## src/fas_params.svh

```systemverilog
`ifndef FAS_PARAMS_SVH
`define FAS_PARAMS_SVH

////////////////////////////////////////////////////////////////////////////
// Pipeline latencies of the feature-map datapath
////////////////////////////////////////////////////////////////////////////

// Read latency of the feature-map FIFOs in clk_FAS cycles
// Selects for the vector adder wait this long after the issue register
`define FAS_FIFO_LATENCY 3

// Latency through the vector adder in clk_FAS cycles
// The second residual add (rm1) sits behind two FIFO reads and one add
`define FAS_VEC_ADD_LATENCY 4

////////////////////////////////////////////////////////////////////////////
// Counter widths
////////////////////////////////////////////////////////////////////////////

// Width of the kernel counter from the layer FSM
// Zero marks the first kernel of a group
`define FAS_KRNL_CNT_W 16

`endif

```

## src/fas_pkg.sv

```systemverilog
package fas_pkg;

    ////////////////////////////////////////////////////////////////////////////
    // Layer and opcode encodings
    ////////////////////////////////////////////////////////////////////////////

    // Layer FSM state as seen by the issue controller
    typedef enum logic [2:0] {
        st_idle             = 3'd0,
        st_ld_krnl          = 3'd1,
        st_ld_krnl_bias     = 3'd2,
        st_cfg              = 3'd3,
        st_start            = 3'd4,
        st_active           = 3'd5,
        st_wait_last_write  = 3'd6,
        st_send_complete    = 3'd7
    } layer_state_e;

    // Layer opcode, binary
    // Gaps in the numbering are opcodes that no longer exist
    typedef enum logic [3:0] {
        op_conv_pm          = 4'd0,
        op_conv_rm          = 4'd2,
        op_conv_pv          = 4'd3,
        op_conv_pm_rm_pv    = 4'd5,
        op_pm_rm_add        = 4'd8,
        op_resd_add         = 4'd9,
        op_part_add         = 4'd15
    } fas_opcode_e;

    ////////////////////////////////////////////////////////////////////////////
    // Bundles
    ////////////////////////////////////////////////////////////////////////////

    // Empty flags of the four map FIFOs
    typedef struct packed {
        logic conv_empty;
        logic part_empty;
        logic resd_empty;
        logic prev_empty;
    } fifo_status_t;

    // Undelayed issue strobes
    // One conv lane start and the output buffer writes
    typedef struct packed {
        logic start0;
        logic start1;
        logic start2;
        logic wren1;
        logic wren2;
    } issue_strobe_t;

    // Selects aligned to the FIFO read data
    typedef struct packed {
        logic pipe_enable;
        logic vadd_pm;
        logic vadd_rm0;
    } vadd_sel_t;

    // Selects from the down-conversion FIFO read
    typedef struct packed {
        logic vadd_rm_conv;
        logic vadd_pv;
    } post_sel_t;

endpackage

```

## src/fas_delay_line.sv

```systemverilog
`timescale 1ns/1ps

// Fixed-latency shift register for a bundle of select bits
module fas_delay_line #(
    parameter int WIDTH = 1,
    parameter int DEPTH = 1
) (
    input  logic             clk_FAS,
    input  logic             rst_n,
    input  logic [WIDTH-1:0] din,
    output logic [WIDTH-1:0] dout
);

    // Stage 0 is nearest din
    logic [DEPTH-1:0][WIDTH-1:0] stage;

    ////////////////////////////////////////////////////////////////////////////
    // Shift chain
    ////////////////////////////////////////////////////////////////////////////

    always_ff @(posedge clk_FAS or negedge rst_n) begin
        if (!rst_n) begin
            stage <= '0;
        end else begin
            stage[0] <= din;
            // One stage per cycle
            for (int i = 1; i < DEPTH; i++) begin
                stage[i] <= stage[i-1];
            end
        end
    end

    // Oldest entry out
    assign dout = stage[DEPTH-1];

    // Zero depth would be a wire
    depth_min_a : assert property (@(posedge clk_FAS) DEPTH >= 1);

endmodule

```

## src/fas_issue_ctrl.sv

```systemverilog
`timescale 1ns/1ps

`include "fas_params.svh"

module fas_issue_ctrl
    import fas_pkg::*;
(
    input  logic                       clk_FAS,
    input  logic                       rst_n,
    input  logic                       fas_rdy_n,
    input  fas_opcode_e                opcode,
    input  layer_state_e               layer_state,
    input  fifo_status_t               fifo_status,
    input  logic [`FAS_KRNL_CNT_W-1:0] krnl_count,
    input  logic                       dwc_fifo_rden,
    input  logic                       hold_off,
    output issue_strobe_t              strobes,
    output vadd_sel_t                  vadd_sel_pre,
    output logic                       rm1_pre,
    output post_sel_t                  post_sel_pre
);

    // One row of the issue table
    // A set bit in req means that FIFO must hold data
    typedef struct packed {
        logic          valid;
        fifo_status_t  req;
        issue_strobe_t strb;
        logic          pm;
        logic          rm0;
        logic          rm1;
        logic          krnl_gated;
    } op_row_t;

    op_row_t row;
    logic    issue_state;
    logic    fifo_ready;
    logic    krnl_zero;
    logic    issue;

    ////////////////////////////////////////////////////////////////////////////
    // Opcode decode
    ////////////////////////////////////////////////////////////////////////////

    always_comb begin
        row = '0;
        case (opcode)
            op_conv_pm: begin
                row.valid          = 1'b1;
                row.req.conv_empty = 1'b1;
                row.req.part_empty = 1'b1;
                row.req.resd_empty = 1'b1;
                row.strb.start1    = 1'b1;
                // Partial map only joins on the first kernel
                row.pm             = 1'b1;
                row.krnl_gated     = 1'b1;
            end
            op_conv_rm: begin
                row.valid          = 1'b1;
                row.req.conv_empty = 1'b1;
                row.strb.start0    = 1'b1;
            end
            op_conv_pv: begin
                row.valid          = 1'b1;
                row.req.conv_empty = 1'b1;
                row.req.prev_empty = 1'b1;
                row.strb.start0    = 1'b1;
            end
            op_conv_pm_rm_pv: begin
                row.valid          = 1'b1;
                row.req            = '1;
                row.strb.start2    = 1'b1;
                row.pm             = 1'b1;
                row.rm1            = 1'b1;
                row.krnl_gated     = 1'b1;
            end
            op_pm_rm_add: begin
                row.valid          = 1'b1;
                row.req.conv_empty = 1'b1;
                row.req.part_empty = 1'b1;
                row.req.resd_empty = 1'b1;
                row.strb.wren2     = 1'b1;
                row.pm             = 1'b1;
                row.rm1            = 1'b1;
            end
            op_resd_add: begin
                row.valid          = 1'b1;
                row.req.conv_empty = 1'b1;
                row.req.resd_empty = 1'b1;
                row.strb.wren1     = 1'b1;
                row.rm0            = 1'b1;
            end
            op_part_add: begin
                row.valid          = 1'b1;
                row.req.conv_empty = 1'b1;
                row.req.part_empty = 1'b1;
                row.strb.wren1     = 1'b1;
                row.pm             = 1'b1;
            end
            // Unknown code never issues
            default: row = '0;
        endcase
    end

    ////////////////////////////////////////////////////////////////////////////
    // Issue rule
    ////////////////////////////////////////////////////////////////////////////

    // Only these two layer states let vectors in
    assign issue_state = (layer_state == st_active) || (layer_state == st_wait_last_write);
    // No required FIFO may be empty
    assign fifo_ready  = ((fifo_status & row.req) == '0);
    assign krnl_zero   = (krnl_count == '0);
    // Delayed pipe enable blocks a new vector
    assign issue       = issue_state && !hold_off && row.valid && fifo_ready;

    // Strobes and pre-delay selects
    always_ff @(posedge clk_FAS or negedge rst_n) begin
        if (!rst_n) begin
            strobes      <= '0;
            vadd_sel_pre <= '0;
            rm1_pre      <= 1'b0;
        end else if (fas_rdy_n || !issue) begin
            // Single-cycle pulses
            strobes      <= '0;
            vadd_sel_pre <= '0;
            rm1_pre      <= 1'b0;
        end else begin
            strobes                  <= row.strb;
            vadd_sel_pre.pipe_enable <= 1'b1;
            vadd_sel_pre.vadd_pm     <= row.pm && (krnl_zero || !row.krnl_gated);
            vadd_sel_pre.vadd_rm0    <= row.rm0;
            rm1_pre                  <= row.rm1 && (krnl_zero || !row.krnl_gated);
        end
    end

    ////////////////////////////////////////////////////////////////////////////
    // Down-conversion read stage
    ////////////////////////////////////////////////////////////////////////////

    // Residual conv or previous vector add per dwc FIFO read
    always_ff @(posedge clk_FAS or negedge rst_n) begin
        if (!rst_n) begin
            post_sel_pre <= '0;
        end else if (fas_rdy_n) begin
            post_sel_pre <= '0;
        end else begin
            post_sel_pre.vadd_rm_conv <= dwc_fifo_rden
                && ((opcode == op_conv_pm) || (opcode == op_conv_rm));
            post_sel_pre.vadd_pv      <= dwc_fifo_rden
                && ((opcode == op_conv_pv) || (opcode == op_conv_pm_rm_pv));
        end
    end

    // Never two conv lanes at once
    one_start_a : assert property (@(posedge clk_FAS) disable iff (!rst_n)
        $onehot0({strobes.start0, strobes.start1, strobes.start2}));

    // Non-issuing layer state keeps next cycle quiet
    no_strobe_idle_a : assert property (@(posedge clk_FAS) disable iff (!rst_n)
        !(layer_state inside {st_active, st_wait_last_write}) |=> (strobes == '0));

endmodule

```

## src/fas_pip_ctrl.sv

```systemverilog
`timescale 1ns/1ps

`include "fas_params.svh"

module fas_pip_ctrl
    import fas_pkg::*;
(
    input  logic                       rst_n,
    input  logic                       clk_FAS,
    input  logic                       fas_rdy_n,
    input  fas_opcode_e                opcode,
    input  layer_state_e               layer_state,
    input  fifo_status_t               fifo_status,
    input  logic [`FAS_KRNL_CNT_W-1:0] krnl_count,
    input  logic                       dwc_fifo_rden,
    output issue_strobe_t              strobes,
    output vadd_sel_t                  vadd_sel,
    output logic                       vadd_rm1,
    output post_sel_t                  post_sel
);

    // rm1 waits for two FIFO reads and one vector add
    localparam int RM1_DEPTH = 2 * `FAS_FIFO_LATENCY + `FAS_VEC_ADD_LATENCY;

    vadd_sel_t vadd_sel_pre;
    logic      rm1_pre;
    post_sel_t post_sel_pre;

    ////////////////////////////////////////////////////////////////////////////
    // Issue controller
    ////////////////////////////////////////////////////////////////////////////

    // Delayed pipe enable comes back as hold-off
    fas_issue_ctrl u_issue_ctrl (
        .clk_FAS       (clk_FAS),
        .rst_n         (rst_n),
        .fas_rdy_n     (fas_rdy_n),
        .opcode        (opcode),
        .layer_state   (layer_state),
        .fifo_status   (fifo_status),
        .krnl_count    (krnl_count),
        .dwc_fifo_rden (dwc_fifo_rden),
        .hold_off      (vadd_sel.pipe_enable),
        .strobes       (strobes),
        .vadd_sel_pre  (vadd_sel_pre),
        .rm1_pre       (rm1_pre),
        .post_sel_pre  (post_sel_pre)
    );

    ////////////////////////////////////////////////////////////////////////////
    // Alignment delays
    ////////////////////////////////////////////////////////////////////////////

    // Adder selects line up with FIFO read data
    fas_delay_line #(
        .WIDTH ($bits(vadd_sel_t)),
        .DEPTH (`FAS_FIFO_LATENCY)
    ) u_vadd_dly (
        .clk_FAS (clk_FAS),
        .rst_n   (rst_n),
        .din     (vadd_sel_pre),
        .dout    (vadd_sel)
    );

    // Post-stage selects
    fas_delay_line #(
        .WIDTH ($bits(post_sel_t)),
        .DEPTH (`FAS_FIFO_LATENCY)
    ) u_post_dly (
        .clk_FAS (clk_FAS),
        .rst_n   (rst_n),
        .din     (post_sel_pre),
        .dout    (post_sel)
    );

    // Second residual add
    fas_delay_line #(
        .WIDTH (1),
        .DEPTH (RM1_DEPTH)
    ) u_rm1_dly (
        .clk_FAS (clk_FAS),
        .rst_n   (rst_n),
        .din     (rm1_pre),
        .dout    (vadd_rm1)
    );

endmodule

```

## config.mk

```make
export PLATFORM = sky130hd
export DESIGN_NAME = fas_pip_ctrl
export DESIGN_NICKNAME = d
export VERILOG_FILES = /design/src/fas_pkg.sv /design/src/fas_delay_line.sv /design/src/fas_issue_ctrl.sv /design/src/fas_pip_ctrl.sv
export VERILOG_INCLUDE_DIRS = /design/src
export SDC_FILE = /design/constraint.sdc
export NUM_CORES = 1
export LEC_CHECK = 0
export BUFFER_PORTS_ARGS = -buffer_cell sky130_fd_sc_hd__buf_2
export CAP_MARGIN = 25
export CORE_ASPECT_RATIO = 1.2
export CORE_UTILIZATION = 34
export DETAILED_ROUTE_END_ITERATION = 8
export SLEW_MARGIN = 25
export SYNTH_ARGS = -nofsm -noshare
export SYNTH_HDL_FRONTEND = slang
export SYNTH_SLANG_ARGS = --single-unit
```

## constraint.sdc

```tcl
create_clock -name clk_FAS -period 2.74 [get_ports clk_FAS]
set_clock_uncertainty 0.2 [all_clocks]
set_input_delay 0.548 -clock clk_FAS [delete_from_list [all_inputs] [get_ports clk_FAS]]
set_output_delay 0.548 -clock clk_FAS [all_outputs]
set_load 0.05 [all_outputs]
```

**After elaboration in Yosys (flattened, before gate mapping)**

Index checks and enable logic that the tools add are counted.

- Mux-type cells: 16
- Equal/unequal tests: 8
- Reductions and logical operators: 26
- Bitwise gates (word level): 1

Operators by type and width:

| cell | number |
|---|---|
| 16-bit logical NOT | 1 |
| 4-bit equality test, second input constant | 3 |
| 1-bit two-way mux | 12 |
| 2-bit OR reduction | 5 |
| 4-bit by 2-bit equality test with 1-bit output, second input constant | 2 |
| 4-bit logical NOT | 2 |
| 4-bit OR reduction | 2 |
| 1-bit logical AND | 7 |
| 7-bit OR reduction | 1 |
| 3-bit equality test, second input constant | 2 |
| 1-bit logical OR | 5 |
| 5-bit two-way mux | 1 |
| 4-bit AND | 1 |
| 4-bit by 3-bit equality test with 1-bit output, second input constant | 1 |
| 2-bit two-way mux | 2 |
| 1-bit logical NOT | 3 |
| 3-bit two-way mux | 1 |

- Input port bits: 31
- Logic and storage cells: 78
- Register bits after elaboration: 36
- Output and inout port bits: 11

**Depth between registers and ports, before layout**

- Word-level depth: 9
- Depth in mapped cells: 5
- Gate-level depth less buffers: 4

**Cells and area by module**

Synthesis repeated with hierarchy kept, for this count alone.

- Cell total of the unflattened synthesis: 87
- Area, all modules: 1261.2 um^2

By module, submodules not included:

| module | cells each | seq. area each (um^2) | times used | area an instance (um^2) |
|---|---|---|---|---|
| fas_issue_ctrl | 57 | 275.3 | 1 | 598.1 |
| fas_delay_line (u_rm1_dly) | 10 | 250.2 | 1 | 250.2 |
| fas_delay_line (u_vadd_dly) | 12 | 225.2 | 1 | 247.7 |
| fas_delay_line (u_post_dly) | 8 | 150.1 | 1 | 165.2 |

**Worst setup path after synthesis**

No wires, ideal clock.

- Path kind: in2reg
- From: input port fifo_status[3] (netlist name)
- To: register, netlist name u_issue_ctrl.strobes[4]
- Required time: 2.445 ns
- Stages: 4
- Setup slack: 0.735 ns
- Library setup time: 0.095 ns
- Buffers on the path: 0
- Data arrival time: 1.710 ns
- Cells stage by stage: or4b_4 -> nor3_4 -> nand4_4 -> nor4b_2

- Cells in the longest elaborated chain, start to end: 6

RTL lines:

| item | line | RTL |
|---|---|---|
| start: declaration | fas_pip_ctrl.sv:13 | `input fifo_status_t fifo_status,` |
| 4-bit AND | fas_issue_ctrl.sv:112 | `assign fifo_ready = ((fifo_status & row.req) == '0);` |
| 4-bit logical NOT | fas_issue_ctrl.sv:112 |  |
| 1-bit logical AND | fas_issue_ctrl.sv:115 | `assign issue = issue_state && !hold_off && row.valid && fifo_ready;` |
| 1-bit logical NOT | fas_issue_ctrl.sv:123 | `end else if (fas_rdy_n \|\| !issue) begin` |
| 1-bit logical OR | fas_issue_ctrl.sv:123 |  |
| 5-bit two-way mux | fas_issue_ctrl.sv:123 |  |

No other way between the ends.

**Final worst setup path**

- From: register u_vadd_dly.stage, in the netlist u_vadd_dly.dout[2]
- To: register, netlist name u_issue_ctrl.vadd_sel_pre[0]

- Cells in the longest elaborated chain, start to end: 7

RTL lines:

| item | line | RTL |
|---|---|---|
| start: declaration | fas_delay_line.sv:15 | `logic [DEPTH-1:0][WIDTH-1:0] stage;` |
| start signal: indexed assignment | fas_delay_line.sv:28 | `stage[i] <= stage[i-1];` |
| 1-bit logical NOT | fas_issue_ctrl.sv:115 |  |
| 1-bit logical AND (3 in a row) | fas_issue_ctrl.sv:115 |  |
| 1-bit logical NOT | fas_issue_ctrl.sv:123 |  |
| 1-bit logical OR | fas_issue_ctrl.sv:123 |  |
| 3-bit two-way mux | fas_issue_ctrl.sv:123 |  |

No other way between the ends.

==> reports/qor.csv <==
metric;value;unit
p_leak;0.8130;nW
cts_setup_buffers;0;
finalCriticalPeriod;1935;ps
hpwl;1344;µm
layout.nets;156;
syn_to_final_growth;20.92;%
ctsResizeCount;0;
core;0.003664;mm²
rsz0062_at_grt;no;
synth_area_per_cell;15.16;µm²
antenna_left;0;
route.detailed.drc;0;
clockBufferDepth;2;
synth_top_cell_area_share;69.10;%
numPortBuffers;41;
num_rows;24;
setup_viol;0;
synthTopCellsByArea;dfrtp_1 (69%), buf_4 (4.0%), nor4_1 (2.4%);
min_path_type;input pin to async pin;
fmax;516.9;MHz
worst-setup-path-type;register to register;
netlist_area;0.001304;mm²
whs;121.3;ps
fin_tns_setup;0;ps
numCtsBuffers;5;
cts_sinks;36;
die_area;0.004087;mm²
crit_family;simple AND/OR/NAND/NOR gates;
yosys_warnings;0;
finalWirelength;1952;µm
critPathMaxFanout;9;
die_h;69.84;µm
finalMaxSlewViolations;0;
synth_largest_area_cell;dfrtp_1;
htreeDepth;2;
power.density;595.7;mW/mm²
worstPathCellList;or4b_4 > nor3_4 > nand4_4 > nor4b_2;
arrival;1920;ps
tritoncts;done;
relSlewSlack;51.63;%
start_util;35.59;%
endpoint_kind;register;
p_total;0.0009391;W
grt_pass1_vias;805;
via_per_inst;4.362;
drive_above_1_share;46.40;%
dieWidth;58.53;µm
critical-path-slowest-cell;or4b_4;
mappedNetlistNets;117;
layout_common_cells;buf_2 (41), dfrtp_1 (36), nor4_1 (5), clkbuf_8 (5), nor3_1 (4);
synthCells;86;
cts_hold_buffers;0;
cp_slowest_stage_delay;560;ps
grt_pass1_wl;3401;µm
grt_antenna_before_repair;0;
run_status;complete, no violations;
path_clk_slew;70;ps
hold_viol;0;
grt_max_degree;37;
overflow;0;
synth.distinct_cells;31;
seq_area_frac_synth;69.10;%
ioPinCount;42;
layout_commonest_cell;buf_2;
num_antenna_cells;0;
fin_crit_sh;70.61;%
max-cap-violations;0;
track_usage;11.39;%
cp_num_buf_inv;0;
root_buffer;clkbuf_8;
worstSkewPairLatency;280;ps
cp.required;2730;ps
drt_iter0_drc;26;
drt_pass1_iterations;2;
start_kind;register;
place_congestion;0.7267;
drt-wirelength-per-cell;11.03;µm
synth_seq_cells;36;
fillerInstances;365;
vias;772;
peakVddDrop;180.8;µV
max_slew.worst_pin.slew;725.5;ps
-- sequential cells by signal (all words and copies together) (netlist names) --
| name | count |
|---|---|
| u_vadd_dly.stage | 6 |
| u_post_dly.dout | 2 |
| u_rm1_dly.stage | 9 |
| u_issue_ctrl.strobes | 5 |
| u_issue_ctrl.post_sel_pre | 2 |
| u_vadd_dly.dout | 3 |
| u_issue_ctrl.vadd_sel_pre | 3 |
| u_rm1_dly.dout | 1 |
| u_post_dly.stage | 4 |
| u_issue_ctrl.rm1_pre | 1 |
-- synthesized netlist by cell type --
library cell / count
a21oi_1: 2
a32oi_1: 1
and2b_2: 2
and3_1: 1
and3b_1: 1
and4_2: 1
and4bb_2: 1
buf_4: 7
buf_6: 2
dfrtp_1: 36
inv_1: 1
nand2_1: 2
nand2b_1: 1
nand4_1: 1
nand4_4: 1
nor2_1: 1
nor3_1: 4
nor3_4: 1
nor3b_1: 1
nor4_1: 5
nor4_2: 1
nor4b_2: 2
o21ai_0: 2
o21bai_1: 2
o22a_1: 1
o22ai_1: 1
or2b_2: 1
or4_1: 1
or4b_4: 1
xnor2_1: 1
xor2_1: 1
-- final cells by class --
class / instances / area (µm²) / area share, %
multi-input cells: 40 / 324.1 / 20.56
well taps: 52 / 65.06 / 4.127
clock buffers: 6 / 72.57 / 4.603
repair buffers: 41 / 205.2 / 13.02
clock inverters: 1 / 5.005 / 0.3175
inverters: 1 / 3.754 / 0.2381
flip-flops and latches: 36 / 900.9 / 57.14
-- per-stage QoR --
| stage | util (%) | instance area [µm²] | setup slack, ps | instances |
|---|---|---|---|---|
| 2_1_floorplan | - | 1304 | 734.9 | 86 |
| 3_3_place_gp | 40.92 | 1499 | 593.1 | 170 |
| 3_5_place_dp | 40.92 | 1499 | 571.4 | 170 |
| 4_1_cts | 43.03 | 1577 | 778.1 | 177 |
| 5_1_grt | 43.03 | 1577 | 711.4 | 177 |
| 6_report | 43.03 | 1577 | 805.3 | 177 |
-- cells by family (layout without fill, tap and decap cells) --
kind of cell | after synthesis | after routing | share of synthesized area, %
flops | 36 | 36 | 69.10
simple gates | 29 | 29 | 19.00
buf+inv | 10 | 49 | 6.046
compound gates | 9 | 9 | 4.511
xor+xnor | 2 | 2 | 1.344
-- layer usage --
layer  track usage, %  vias to the layer above  share of wire (%)
met5                0                        -                  0
met4            5.556                        0               0.97
met3            5.224                        2                9.5
met2            18.14                       46                 46
met1            12.65                      349                 43
li1                 -                      375                  -
-- final timing paths --
path	startpoint	to	cells past startpoint	slack (ps)
min in group clk_FAS	u_issue_ctrl.rm1_pre	u_rm1_dly.stage[0]	0	150
max in group asynchronous	rst_n	u_vadd_dly.dout[0]	1	1750
worst max-delay path	u_vadd_dly.dout[2]	u_issue_ctrl.vadd_sel_pre[0]	4	810
worst min-delay path	rst_n	u_post_dly.stage[1]	1	120
worst min register to register	u_issue_ctrl.rm1_pre	u_rm1_dly.stage[0]	0	150
worst max register to register	u_vadd_dly.dout[2]	u_issue_ctrl.vadd_sel_pre[0]	4	810
-- where the power goes --
part           internal [W]  switching [W]
logic             0.0000281      0.0000406
registers          0.000536     0.00000108
clock network      0.000172       0.000161
No activity file was read; power rests on OpenSTA's default activity.
